<file path="config.mk">
export PLATFORM = sky130hd
export DESIGN_NAME = spi_reg_bank_top
export DESIGN_NICKNAME = d
export VERILOG_FILES = /design/src/source/rb_pkg.sv /design/src/source/spi_frame_slave.sv /design/src/source/reg_arbiter.sv /design/src/source/reg_file.sv /design/src/source/sr4094_driver.sv /design/src/source/spi_reg_bank_top.sv
export VERILOG_INCLUDE_DIRS = /design/src /design/src/source
export SDC_FILE = /design/constraint.sdc
export NUM_CORES = 1
export LEC_CHECK = 0
export BUFFER_PORTS_ARGS = -buffer_cell sky130_fd_sc_hd__buf_4
export CAP_MARGIN = 40
export CORE_MARGIN = 3
export CORE_UTILIZATION = 50
export DETAILED_ROUTE_END_ITERATION = 12
export PLACE_DENSITY = 0.7
export SLEW_MARGIN = 40
export SYNTH_ARGS = -nofsm -noshare
export SYNTH_HDL_FRONTEND = slang
export SYNTH_SLANG_ARGS = --single-unit
</file>
<file path="constraint.sdc">
create_clock -name cs -period 2.33 [get_ports cs]
set_input_delay 0.233 -clock cs [delete_from_list [all_inputs] [get_ports cs]]
set_output_delay 0.233 -clock cs [all_outputs]
set_load 0.02 [all_outputs]
</file>
<file path="src/source/rb_config.svh">
// constants for the spi register bank
// frame layout, register map, reset values and timing in cs cycles
// include wherever a constant is needed, the guard keeps repeats harmless
`ifndef RB_CONFIG_SVH
`define RB_CONFIG_SVH

// frame layout, flag bit then address then data, msb first
`define RB_FRAME_BITS     32
`define RB_ADDR_BITS      7
`define RB_DATA_BITS      24

// register map
`define RB_ADDR_LED       7
`define RB_ADDR_SPI_MUX   8
`define RB_ADDR_4094      9

// reset and filler values, cast to reg_data_t where used
`define RB_LED_RESET      'b10101
`define RB_BAD_ADDR_DATA  12345

// timing, all in cs cycles
`define RB_SPI_MIN_HALF   4     // shortest sclk half-period the slave keeps up with
`define RB_SR_REFRESH     512   // 4094 refresh period
`define RB_SR_HALF        2     // sr_clk half-period

`endif

</file>
<file path="src/source/rb_pkg.sv">
// shared types of the spi register bank
// vector types for register addresses and values, and the fsm encodings
// referenced by scoped names, e.g. rb_pkg::reg_data_t
`default_nettype none

`include "rb_config.svh"

package rb_pkg;

  typedef logic [`RB_ADDR_BITS-1:0] reg_addr_t;   // register address
  typedef logic [`RB_DATA_BITS-1:0] reg_data_t;   // register value

  // spi frame engine
  typedef enum logic [1:0] {
    SPI_IDLE,   // ss_n high, waiting for a frame
    SPI_ADDR,   // flag and address bits
    SPI_DATA,   // data bits, miso active
    SPI_END     // ss_n rose, finish any request
  } spi_state_t;

  // 4094 refresh driver
  typedef enum logic [1:0] {
    SR_WAIT,    // refresh timer running
    SR_FETCH,   // reading register 9
    SR_SHIFT,   // clocking bits into the chain
    SR_STROBE   // latch the chain outputs
  } sr_state_t;

endpackage

`default_nettype wire

</file>
<file path="src/source/spi_frame_slave.sv">
// spi mode 0 slave that turns 32-bit frames into register requests
// pins are synchronized and oversampled on cs, sclk is never used as a clock
// a read requests its address after 8 bits and returns the value on miso
// a write is issued after ss_n rises, only for a complete 32-bit frame
`default_nettype none
`timescale 1ns/1ps

`include "rb_config.svh"

module spi_frame_slave (
  input  wire logic              cs,
  input  wire logic              rst,
  input  wire logic              sclk,
  input  wire logic              ss_n,
  input  wire logic              mosi,
  input  wire logic              req_ready,
  input  wire logic              rsp_valid,
  input  wire rb_pkg::reg_data_t rsp_rdata,
  output logic                   miso,
  output logic                   req_valid,
  output logic                   req_write,
  output rb_pkg::reg_addr_t      req_addr,
  output rb_pkg::reg_data_t      req_wdata
);

  logic sclk_s1, sclk_s2, sclk_d;   // sclk sync chain plus edge history
  logic ss_s1, ss_s2, ss_d;
  logic mosi_s1, mosi_s2;
  logic sclk_rise;
  logic sclk_fall;
  logic ss_rise;
  logic last_addr_bit;              // 8th rising edge of the frame

  logic [`RB_FRAME_BITS-1:0]       frame_q;
  logic [`RB_FRAME_BITS-1:0]       frame_next;
  logic [$clog2(`RB_FRAME_BITS):0] bit_cnt;   // saturates, so long frames never match 32
  rb_pkg::reg_data_t               tx_q;      // miso shift register
  rb_pkg::spi_state_t              state;

  // two-flop synchronizers, ss_n idles high
  always_ff @(posedge cs)
  begin
    if (rst)
    begin
      {sclk_s1, sclk_s2, sclk_d} <= 3'b000;
      {ss_s1, ss_s2, ss_d}       <= 3'b111;
      {mosi_s1, mosi_s2}         <= 2'b00;
    end
    else
    begin
      {sclk_s1, sclk_s2, sclk_d} <= {sclk, sclk_s1, sclk_s2};
      {ss_s1, ss_s2, ss_d}       <= {ss_n, ss_s1, ss_s2};
      {mosi_s1, mosi_s2}         <= {mosi, mosi_s1};
    end
  end

  assign sclk_rise     = sclk_s2 & ~sclk_d;
  assign sclk_fall     = ~sclk_s2 & sclk_d;
  assign ss_rise       = ss_s2 & ~ss_d;
  assign frame_next    = {frame_q[`RB_FRAME_BITS-2:0], mosi_s2};   // msb first
  assign last_addr_bit = sclk_rise && (bit_cnt == `RB_ADDR_BITS);

  // frame fsm and request control
  always_ff @(posedge cs)
  begin
    if (rst)
    begin
      state     <= rb_pkg::SPI_IDLE;
      bit_cnt   <= '0;
      req_valid <= 1'b0;
      req_write <= 1'b0;
      miso      <= 1'b0;
    end
    else
    begin
      if (req_valid && req_ready)
        req_valid <= 1'b0;                     // handshake done
      case (state)
        rb_pkg::SPI_IDLE:
        begin
          miso    <= 1'b0;
          bit_cnt <= '0;
          if (!ss_s2)
            state <= rb_pkg::SPI_ADDR;         // frame starts
        end
        rb_pkg::SPI_ADDR:
        begin
          if (ss_rise)
            state <= rb_pkg::SPI_END;          // aborted before the address was complete
          else if (sclk_rise)
          begin
            bit_cnt <= bit_cnt + 1'b1;
            if (last_addr_bit)
            begin
              state <= rb_pkg::SPI_DATA;
              if (frame_next[`RB_ADDR_BITS])   // flag set means read
              begin
                req_valid <= 1'b1;
                req_write <= 1'b0;
              end
            end
          end
        end
        rb_pkg::SPI_DATA:
        begin
          if (ss_rise)
          begin
            state <= rb_pkg::SPI_END;
            // write only on an exact 32-bit frame with flag low
            if (bit_cnt == `RB_FRAME_BITS && !frame_q[`RB_FRAME_BITS-1])
            begin
              req_valid <= 1'b1;
              req_write <= 1'b1;
            end
          end
          else
          begin
            if (sclk_rise && bit_cnt != '1)
              bit_cnt <= bit_cnt + 1'b1;
            if (sclk_fall)
              miso <= tx_q[`RB_DATA_BITS-1];   // change after the falling edge
          end
        end
        rb_pkg::SPI_END:
        begin
          if (!req_valid || req_ready)
            state <= rb_pkg::SPI_IDLE;
        end
        default: state <= rb_pkg::SPI_IDLE;
      endcase
    end
  end

  // frame, miso data and request fields
  always_ff @(posedge cs)
  begin
    if (state == rb_pkg::SPI_IDLE)
      tx_q <= '0;                              // write frames shift out zeros
    else if (rsp_valid)
      tx_q <= rsp_rdata;                       // lands well before the first falling edge
    else if (state == rb_pkg::SPI_DATA && sclk_fall)
      tx_q <= tx_q << 1;

    if (sclk_rise && (state == rb_pkg::SPI_ADDR || state == rb_pkg::SPI_DATA))
      frame_q <= frame_next;

    if (state == rb_pkg::SPI_ADDR && last_addr_bit)
      req_addr <= frame_next[`RB_ADDR_BITS-1:0];                   // read address
    else if (state == rb_pkg::SPI_DATA && ss_rise)
    begin
      req_addr  <= frame_q[`RB_FRAME_BITS-2 -: `RB_ADDR_BITS];     // write address
      req_wdata <= frame_q[`RB_DATA_BITS-1:0];
    end
  end

endmodule

`default_nettype wire

</file>
<file path="src/source/reg_arbiter.sv">
// fixed-priority arbiter between the spi slave and the 4094 driver
// grant is combinational, the spi side always wins and never waits
// the read response arrives one cycle after the completing cycle
// and is routed back to whichever requester issued the read
`default_nettype none
`timescale 1ns/1ps

module reg_arbiter (
  input  wire logic              cs,
  input  wire logic              rst,
  input  wire logic              spi_req_valid,
  input  wire logic              spi_req_write,
  input  wire rb_pkg::reg_addr_t spi_req_addr,
  input  wire rb_pkg::reg_data_t spi_req_wdata,
  output logic                   spi_req_ready,
  output logic                   spi_rsp_valid,
  output rb_pkg::reg_data_t      spi_rsp_rdata,
  input  wire logic              drv_req_valid,
  input  wire logic              drv_req_write,
  input  wire rb_pkg::reg_addr_t drv_req_addr,
  input  wire rb_pkg::reg_data_t drv_req_wdata,
  output logic                   drv_req_ready,
  output logic                   drv_rsp_valid,
  output rb_pkg::reg_data_t      drv_rsp_rdata,
  output logic                   bus_valid,
  output logic                   bus_write,
  output rb_pkg::reg_addr_t      bus_addr,
  output rb_pkg::reg_data_t      bus_wdata,
  input  wire rb_pkg::reg_data_t bus_rdata
);

  logic grant_drv;   // driver wins only when spi is quiet
  logic rd_spi_q;    // spi read completed last cycle
  logic rd_drv_q;

  assign grant_drv     = drv_req_valid & ~spi_req_valid;
  assign spi_req_ready = 1'b1;                 // top priority, nothing blocks it
  assign drv_req_ready = ~spi_req_valid;

  assign bus_valid = spi_req_valid | drv_req_valid;
  assign bus_write = spi_req_valid ? spi_req_write : drv_req_write;
  assign bus_addr  = spi_req_valid ? spi_req_addr  : drv_req_addr;
  assign bus_wdata = spi_req_valid ? spi_req_wdata : drv_req_wdata;

  always_ff @(posedge cs)
  begin
    if (rst)
    begin
      rd_spi_q <= 1'b0;
      rd_drv_q <= 1'b0;
    end
    else
    begin
      rd_spi_q <= spi_req_valid & ~spi_req_write;
      rd_drv_q <= grant_drv & ~drv_req_write;
    end
  end

  // read data from reg_file is already a cycle late, matching the flags
  assign spi_rsp_valid = rd_spi_q;
  assign drv_rsp_valid = rd_drv_q;
  assign spi_rsp_rdata = rd_spi_q ? bus_rdata : '0;
  assign drv_rsp_rdata = rd_drv_q ? bus_rdata : '0;

endmodule

`default_nettype wire

</file>
<file path="src/source/reg_file.sv">
// the three 24-bit control registers behind the arbiter
// writes land on the completing edge, read data is registered one cycle
// unknown addresses read the filler value and ignore writes
// led and spi_mux leave as plain ports, register 9 is read by the 4094 driver
`default_nettype none
`timescale 1ns/1ps

`include "rb_config.svh"

module reg_file (
  input  wire logic              cs,
  input  wire logic              rst,
  input  wire logic              bus_valid,
  input  wire logic              bus_write,
  input  wire rb_pkg::reg_addr_t bus_addr,
  input  wire rb_pkg::reg_data_t bus_wdata,
  output rb_pkg::reg_data_t      bus_rdata,
  output rb_pkg::reg_data_t      led,
  output rb_pkg::reg_data_t      spi_mux
);

  rb_pkg::reg_data_t led_q;
  rb_pkg::reg_data_t mux_q;   // no spi device selected after reset
  rb_pkg::reg_data_t sr_q;    // 4094 output image

  always_ff @(posedge cs)
  begin
    if (rst)
    begin
      led_q <= rb_pkg::reg_data_t'(`RB_LED_RESET);
      mux_q <= '0;
      sr_q  <= '0;
    end
    else if (bus_valid && bus_write)
    begin
      case (bus_addr)
        `RB_ADDR_LED:     led_q <= bus_wdata;
        `RB_ADDR_SPI_MUX: mux_q <= bus_wdata;
        `RB_ADDR_4094:    sr_q  <= bus_wdata;
        default:          ;                    // unknown address, dropped
      endcase
    end
  end

  always_ff @(posedge cs)
  begin
    if (bus_valid && !bus_write)
    begin
      case (bus_addr)
        `RB_ADDR_LED:     bus_rdata <= led_q;
        `RB_ADDR_SPI_MUX: bus_rdata <= mux_q;
        `RB_ADDR_4094:    bus_rdata <= sr_q;
        default:          bus_rdata <= rb_pkg::reg_data_t'(`RB_BAD_ADDR_DATA);
      endcase
    end
  end

  assign led     = led_q;
  assign spi_mux = mux_q;

endmodule

`default_nettype wire

</file>
<file path="src/source/sr4094_driver.sv">
// periodic refresh of an external 74hc4094 chain from register 9
// every refresh period it reads the register through the arbiter,
// shifts the 24 bits out msb first on sr_clk rising edges,
// then pulses sr_strobe for one cycle to latch the chain outputs
`default_nettype none
`timescale 1ns/1ps

`include "rb_config.svh"

module sr4094_driver (
  input  wire logic              cs,
  input  wire logic              rst,
  input  wire logic              req_ready,
  input  wire logic              rsp_valid,
  input  wire rb_pkg::reg_data_t rsp_rdata,
  output logic                   req_valid,
  output logic                   req_write,
  output rb_pkg::reg_addr_t      req_addr,
  output rb_pkg::reg_data_t      req_wdata,
  output logic                   sr_clk,
  output logic                   sr_data,
  output logic                   sr_strobe
);

  logic [$clog2(`RB_SR_REFRESH)-1:0] refresh_cnt;
  logic                              refresh_tick;
  logic [$clog2(`RB_SR_HALF+1)-1:0]  half_cnt;
  logic                              half_done;     // end of an sr_clk half-period
  logic [$clog2(`RB_DATA_BITS)-1:0]  bit_cnt;
  rb_pkg::reg_data_t                 shift_q;
  rb_pkg::sr_state_t                 state;

  // read-only peer of the register file
  assign req_write = 1'b0;
  assign req_addr  = rb_pkg::reg_addr_t'(`RB_ADDR_4094);
  assign req_wdata = '0;

  assign refresh_tick = (refresh_cnt == `RB_SR_REFRESH - 1);
  assign half_done    = (half_cnt == `RB_SR_HALF - 1);

  always_ff @(posedge cs)
  begin
    if (rst)
    begin
      state       <= rb_pkg::SR_WAIT;
      refresh_cnt <= '0;
      half_cnt    <= '0;
      bit_cnt     <= '0;
      req_valid   <= 1'b0;
      sr_clk      <= 1'b0;
      sr_data     <= 1'b0;
      sr_strobe   <= 1'b0;
    end
    else
    begin
      refresh_cnt <= refresh_tick ? '0 : refresh_cnt + 1'b1;   // free running
      case (state)
        rb_pkg::SR_WAIT:
        begin
          sr_data <= 1'b0;
          if (refresh_tick)
          begin
            req_valid <= 1'b1;
            state     <= rb_pkg::SR_FETCH;
          end
        end
        rb_pkg::SR_FETCH:
        begin
          if (req_valid && req_ready)
            req_valid <= 1'b0;                         // held while spi owns the bus
          if (rsp_valid)
          begin
            sr_data  <= rsp_rdata[`RB_DATA_BITS-1];    // first bit set up while sr_clk low
            half_cnt <= '0;
            bit_cnt  <= '0;
            state    <= rb_pkg::SR_SHIFT;
          end
        end
        rb_pkg::SR_SHIFT:
        begin
          if (!half_done)
            half_cnt <= half_cnt + 1'b1;
          else
          begin
            half_cnt <= '0;
            sr_clk   <= ~sr_clk;
            if (sr_clk)                                // falling edge, next bit
            begin
              sr_data <= shift_q[`RB_DATA_BITS-2];
              bit_cnt <= bit_cnt + 1'b1;
              if (bit_cnt == `RB_DATA_BITS - 1)
                state <= rb_pkg::SR_STROBE;
            end
          end
        end
        rb_pkg::SR_STROBE:
        begin
          sr_strobe <= ~sr_strobe;                     // one idle cycle, then the pulse
          if (sr_strobe)
            state <= rb_pkg::SR_WAIT;
        end
        default: state <= rb_pkg::SR_WAIT;
      endcase
    end
  end

  always_ff @(posedge cs)
  begin
    if (state == rb_pkg::SR_FETCH && rsp_valid)
      shift_q <= rsp_rdata;
    else if (state == rb_pkg::SR_SHIFT && half_done && sr_clk)
      shift_q <= shift_q << 1;
  end

endmodule

`default_nettype wire

</file>
<file path="src/source/spi_reg_bank_top.sv">
// board controller register bank, spi slave in front of three registers
// the spi frame engine and the 4094 refresh driver share the register file
// through a fixed-priority arbiter, everything runs on cs
`default_nettype none
`timescale 1ns/1ps

module spi_reg_bank_top (
  input  wire logic         cs,
  input  wire logic         rst,
  input  wire logic         sclk,
  input  wire logic         ss_n,
  input  wire logic         mosi,
  output logic              miso,
  output rb_pkg::reg_data_t led,
  output rb_pkg::reg_data_t spi_mux,
  output logic              sr_clk,
  output logic              sr_data,
  output logic              sr_strobe
);

  // spi side requester
  logic              spi_req_valid, spi_req_write, spi_req_ready, spi_rsp_valid;
  rb_pkg::reg_addr_t spi_req_addr;
  rb_pkg::reg_data_t spi_req_wdata, spi_rsp_rdata;

  // 4094 driver requester
  logic              drv_req_valid, drv_req_write, drv_req_ready, drv_rsp_valid;
  rb_pkg::reg_addr_t drv_req_addr;
  rb_pkg::reg_data_t drv_req_wdata, drv_rsp_rdata;

  // register file port
  logic              bus_valid, bus_write;
  rb_pkg::reg_addr_t bus_addr;
  rb_pkg::reg_data_t bus_wdata, bus_rdata;

  spi_frame_slave spi_frame_slave_inst (
    .cs(cs), .rst(rst), .sclk(sclk), .ss_n(ss_n), .mosi(mosi), .miso(miso),
    .req_valid(spi_req_valid), .req_write(spi_req_write), .req_addr(spi_req_addr),
    .req_wdata(spi_req_wdata), .req_ready(spi_req_ready),
    .rsp_valid(spi_rsp_valid), .rsp_rdata(spi_rsp_rdata)
  );

  sr4094_driver sr4094_driver_inst (
    .cs(cs), .rst(rst),
    .req_valid(drv_req_valid), .req_write(drv_req_write), .req_addr(drv_req_addr),
    .req_wdata(drv_req_wdata), .req_ready(drv_req_ready),
    .rsp_valid(drv_rsp_valid), .rsp_rdata(drv_rsp_rdata),
    .sr_clk(sr_clk), .sr_data(sr_data), .sr_strobe(sr_strobe)
  );

  reg_arbiter reg_arbiter_inst (
    .cs(cs), .rst(rst),
    .spi_req_valid(spi_req_valid), .spi_req_write(spi_req_write),
    .spi_req_addr(spi_req_addr), .spi_req_wdata(spi_req_wdata),
    .spi_req_ready(spi_req_ready), .spi_rsp_valid(spi_rsp_valid),
    .spi_rsp_rdata(spi_rsp_rdata),
    .drv_req_valid(drv_req_valid), .drv_req_write(drv_req_write),
    .drv_req_addr(drv_req_addr), .drv_req_wdata(drv_req_wdata),
    .drv_req_ready(drv_req_ready), .drv_rsp_valid(drv_rsp_valid),
    .drv_rsp_rdata(drv_rsp_rdata),
    .bus_valid(bus_valid), .bus_write(bus_write), .bus_addr(bus_addr),
    .bus_wdata(bus_wdata), .bus_rdata(bus_rdata)
  );

  reg_file reg_file_inst (
    .cs(cs), .rst(rst),
    .bus_valid(bus_valid), .bus_write(bus_write), .bus_addr(bus_addr),
    .bus_wdata(bus_wdata), .bus_rdata(bus_rdata),
    .led(led), .spi_mux(spi_mux)
  );

endmodule

`default_nettype wire

</file>
Yosys cells after proc, flatten, opt, wreduce, memory -nomap -nowiden. Index checks and enable logic that the tools add are counted.

Bitwise operators: 14. Equality and inequality tests: 34. Mux-type cells: 60. Add/sub/neg operators: 4. Reduce and logical (&&, ||, !) cells: 42.

Operators by type and width (count): $mux 24 (4); $pmux 24 s3 (1); $mux 23 (2); $ne 2x1->1 const B (14); $mux 2 (13); $mux 6 (4); $mux 7 (3); $mux 1 (20); $pmux 6 s3 (1); $pmux 2 s4 (2); $mux 5 (3); $eq 7x4->1 const B (2); $reduce_bool 2->1 (7); $logic_and 1x1->1 (13); $reduce_and 2->1 (6); $reduce_and 4->1 (3); $pmux 5 s2 (1); $add 9x1->9 const B (1); $eq 9x9->1 const B (1); $eq 2x2->1 const B (4); $not 1->1 (8); $pmux 1 s2 (4); $eq 7x3->1 const B (1); $reduce_and 7->1 (1); 22 further kinds (35).

Register bits after elaboration: 249. Logic and storage cells: 186.

Logic depth before layout (Yosys ltp).
Depth in word-level cells: 7. Depth in mapped cells: 8. Gate-level depth less buffers: 8.

Hierarchy. From an unflattened synthesis, not the netlist that was laid out.

Cells, all modules: 1007. Area total of the unflattened synthesis: 11106.9 sq um.

By module, submodules not included: spi_frame_slave (cells each 294, area an instance 4132.7 sq um, instances 1); reg_file (cells each 416, area an instance 3697.3 sq um, instances 1); sr4094_driver (cells each 201, area an instance 2339.7 sq um, instances 1); reg_arbiter (cells each 96, area an instance 937.1 sq um, instances 1).

Worst setup path before layout. No wires, ideal clock.

Path kind: register to register. Start: register spi_frame_slave_inst.bit_cnt[0]. End: register spi_frame_slave_inst.req_wdata[0] (enable). Stages on the path, launching flop included: 5. Slack: -228 ps. Buffers on the path: 0. Clock period less this slack: 2558 ps. Data arrival time: 2150 ps. Setup time: 407 ps. Required time: 1923 ps. Cells stage by stage: dfxtp_1 -> ha_1 -> and2_1 -> nand4_1 -> nor2b_1.

Longest elaborated chain between the ends: 5.

RTL lines: start, declared (RTL line spi_frame_slave.sv:36) `` logic [$clog2(`RB_FRAME_BITS):0] bit_cnt; ``; start signal, assigned (RTL line spi_frame_slave.sv:92) `bit_cnt <= bit_cnt + 1'b1;`; start signal, assigned (RTL line spi_frame_slave.sv:119) `bit_cnt <= bit_cnt + 1'b1;`; $eq 6x3->1 (no line); $logic_and 1x1->1 (RTL line spi_frame_slave.sv:61) `` assign last_addr_bit = sclk_rise && (bit_cnt == `RB_ADDR_BITS); ``; $logic_and 1x1->1 (RTL line spi_frame_slave.sv:147) `if (state == rb_pkg::SPI_ADDR && last_addr_bit)`; $not 1->1 (no line); $reduce_and 2->1 (no line); end signal, assigned (RTL line spi_frame_slave.sv:152) `` req_wdata <= frame_q[`RB_DATA_BITS-1:0]; ``; end, declared (RTL line spi_frame_slave.sv:23) `output rb_pkg::reg_data_t req_wdata`.

No other way between the ends. A chain may end at the register's enable or synchronous reset.

Worst setup path in the final report.
Start: register sr4094_driver_inst.refresh_cnt[3]. End: register sr4094_driver_inst.state[1].

Longest elaborated chain between the ends: 3.

RTL lines: start, declared (RTL line sr4094_driver.sv:25) `` logic [$clog2(`RB_SR_REFRESH)-1:0] refresh_cnt; ``; start signal, assigned (RTL line sr4094_driver.sv:56) `refresh_cnt <= refresh_tick ? '0 : refresh_cnt + 1'b1;`; $eq 9x9->1 (RTL line sr4094_driver.sv:38) `` assign refresh_tick = (refresh_cnt == `RB_SR_REFRESH - 1); ``; $ne 2x1->1 (no line); $reduce_and 6->1 (no line); end signal, assigned (RTL line sr4094_driver.sv:45) `state <= rb_pkg::SR_WAIT;`; end signal, assigned (RTL line sr4094_driver.sv:64) `state <= rb_pkg::SR_FETCH;`; end signal, assigned (RTL line sr4094_driver.sv:76) `state <= rb_pkg::SR_SHIFT;`; end, declared (RTL line sr4094_driver.sv:31) `rb_pkg::sr_state_t state;`.

No other way between the ends.

==> results.txt <==
Antenna Violating Nets Remaining: 0
Crit Path Max Fanout: 4
Commonest register cell after synthesis: dfxtp_1
Area contributors post-synth: edfxtp_1 33%, dfxtp_1 28%, nand2_1 6.0%, mux2_2 5.8%, mux2i_1 4.8%
First-pass GRT wire length: 33.40 mm
# rows: 50
H-tree level count: 1
PD cells: 817.1 nW/um^2
Cell variety after synth: 56
Final setup fails: 0
Fillers: 1,516
Total gr overflow: 0
Ports: 57
Unrepaired setup endpoints after global routing: false
Global Route Usage Sum: 18.83%
Sequential share of the synthesized area: 61.49%
Cell leakage power: 4.150 nW
Fin Setup TNS: 0 ps
Drt pass-1 iters: 5
Post-Layout Cell Count: 1,218
Flop-to-flop setup slack: 250 ps
Initial cell density of the core: 51.87%
Core box area: 19,080 um^2
Highest clock rate: 481.3 MHz
WL final: 20.76 mm
Minimum clock period: 2078 ps
Final Hold Fails: 0
Pins Over Slew Limit: 0
Clk buf depth: 3
Die area: 21,520 um^2
Layout cells sized above 1: 19.00%
Seq. cell area: 6086 um^2
Final setup skew: 20.54 ps
Clk Latency, worst-skew pair: 530 ps
Worst hold path class: input port to flip-flop
Area of the multi-input gates: 3572 um^2
Detailed-route wire length per cell: 17.04 um
Vias: 6,588
DIE HEIGHT: 146.7 um
Clk root buf: clkbuf_16
Placed instance count: 1,168
Most common cell after layout, fill and taps aside: nand2_1
Synth warnings: 0
Crit end category: flip-flop
Crit share post-route: 89.17%
Critical Path Start: sr4094_driver_inst.refresh_cnt[3]$_SDFF_PP0_
Clk slew on worst S/H paths: 60 ps
Final #Nets: 960
Crit Path Category: flip-flop to flip-flop
Number of diodes: 0
Yosys reg bits: 249
TritonCTS Sinks: 249
Iter 0 DRT Violations: 463
Die Span X: 146.7 um
P&R area growth vs syn: 16.88%
Max Cap Viol: 0
Syn Area/Cell: 11.38 um^2
FFs w/ async S/R, synth: 0%
Crit start category: flip-flop
Hold WS: 90.49 ps
CTS tree: built
Hold_sp: rst
Leading area contributor after synthesis: edfxtp_1
Mapped Nets: 891
Slew margin rel.: 57.76%
Number of synthesized flops with an enable pin: 110
DRC: 0
CTS buffer count: 25
Status: finished clean
Peak supply drop: 0.5885 mV
Largest net degree at the start of global routing: 36
WP data required: 2720 ps
Tightest Pin Transition: 633.7 ps
Final Instance Area: 11,570 um^2
Area share of the largest cell type after synthesis: 33.38%
Vias per cell: 5.409
Routability Congestion: 0.8488
Placed inst area: 10,700 um^2
FF-to-FF Start: sr4094_driver_inst.refresh_cnt[3]$_SDFF_PP0_
Most frequent cells in the layout: 159 x nand2_1, 139 x dfxtp_1, 110 x edfxtp_1
Detailed Place HPWL: 13.76 mm
Vias in the first global route: 6,178
Initial antenna violation count: 0
CP arrival: 2470 ps
Cell Area, Synth: 9897 um^2
IO Port Bufs: 56
Cells after Synth: 870
[layer usage]
layer | up-vias | routed length, um | GRT usage [%]
met5 | - | 0 | 0
met2 | 154 | 9365 | 28.74
li1 | 3235 | - | -
met4 | 0 | 392 | 4.327
met3 | 27 | 792 | 2.776
met1 | 3172 | 10210 | 28.63
[path summary, 6_finish.rpt]
path / endpoint / cells after the start
max reg2reg: sr4094_driver_inst.state[1]$_SDFFE_PP0P_ / 9
min reg2reg: sr4094_driver_inst.refresh_cnt[0]$_SDFF_PP0_ / 1
min: spi_frame_slave_inst.sclk_s1$_SDFF_PP0_ / 2
max: sr4094_driver_inst.state[1]$_SDFFE_PP0P_ / 9
[Yosys cell counts, types with 2 or more instances]
cell / count
mux2i_1: 47
a21oi_1: 64
nand2b_1: 3
nand4b_1: 4
nor3b_1: 2
buf_4: 2
a31oi_1: 3
dfxtp_1: 139
nand4_1: 7
or3_1: 4
xor2_1: 4
o211ai_1: 2
nand2_1: 159
a22oi_1: 25
edfxtp_1: 110
buf_1: 2
or4_1: 6
mux2_2: 51
buf_2: 12
a21o_1: 2
and2_1: 4
or2_2: 4
inv_1: 16
o21ai_0: 14
nor3_1: 4
nor2_1: 61
xnor2_1: 5
nand3b_1: 7
nand3_1: 18
o22ai_1: 2
clkbuf_1: 27
nor4_4: 2
o31ai_1: 2
nor2b_1: 10
a311oi_1: 3
ha_1: 16
and3_1: 8
[critical path: stages (launching register included)]
cell	delay, ps
dfxtp_1	370
and3_1	190
and3_1	190
and3_1	160
ha_1	180
inv_1	90
a222oi_1	420
buf_4	200
a21o_1	100
a21oi_1	60
[cell families after synthesis]
family | after synthesis | synth area share, %
compound gates | 131 | 8.180
xor+xnor | 9 | 0.7964
fa+ha+maj | 16 | 2.023
buf+inv | 60 | 2.579
flops | 249 | 61.49
mux | 98 | 10.56
simple gates | 307 | 14.37
[sequential cells by signal, indices dropped and copies added, names as in the netlist, 2 cells and up]
name / cells
spi_frame_slave_inst.frame_q: 32
reg_file_inst.bus_rdata: 24
reg_file_inst.led: 24
reg_file_inst.spi_mux: 24
reg_file_inst.sr_q: 24
spi_frame_slave_inst.req_wdata: 24
spi_frame_slave_inst.tx_q: 24
sr4094_driver_inst.shift_q: 23
sr4094_driver_inst.refresh_cnt: 9
spi_frame_slave_inst.req_addr: 7
spi_frame_slave_inst.bit_cnt: 6
sr4094_driver_inst.bit_cnt: 5
spi_frame_slave_inst.state: 2
sr4094_driver_inst.half_cnt: 2
sr4094_driver_inst.state: 2
[timing repair]
| item | 4_1_cts | 5_1_grt |
|---|---|---|
| hold endpoints to repair | 3 | 0 |
| resized for setup | 0 | 0 |
| setup endpoints to repair | 0 | 1 |
| hold buffers | 3 | 0 |
| buffers inserted | 0 | 1 |
[report_power, final]
part	switching [mW]	leakage [nW]	total, mW	internal (mW)
Sequential	0.0775	2.12	4.73	4.66
Clock	1.61	0.408	4.03	2.42
Combinational	0.456	1.62	0.686	0.229
Total	2.15	4.15	9.45	7.31
[final cells by class]
| type | instances | area share [%] |
|---|---|---|
| clock buffers | 36 | 6.025 |
| well taps | 260 | 2.812 |
| clock inverters | 10 | 1.179 |
| inverters | 16 | 0.5192 |
| flip-flops and latches | 249 | 52.61 |
| repair buffers | 86 | 5.971 |
| multi-input cells | 561 | 30.88 |
[metrics by stage]
step | utilization, % | total power, mW | setup slack (ps)
after floorplan | - | 5.264 | 31.18
after global placement | 56.06 | 5.480 | 251.8
final | 60.62 | 9.452 | 252.3
after global routing | 60.62 | 9.801 | 53.89
after CTS | 60.58 | 9.525 | 146.3
after detailed placement | 56.06 | 5.493 | 144.0
Power figures use the tool's default switching activity.
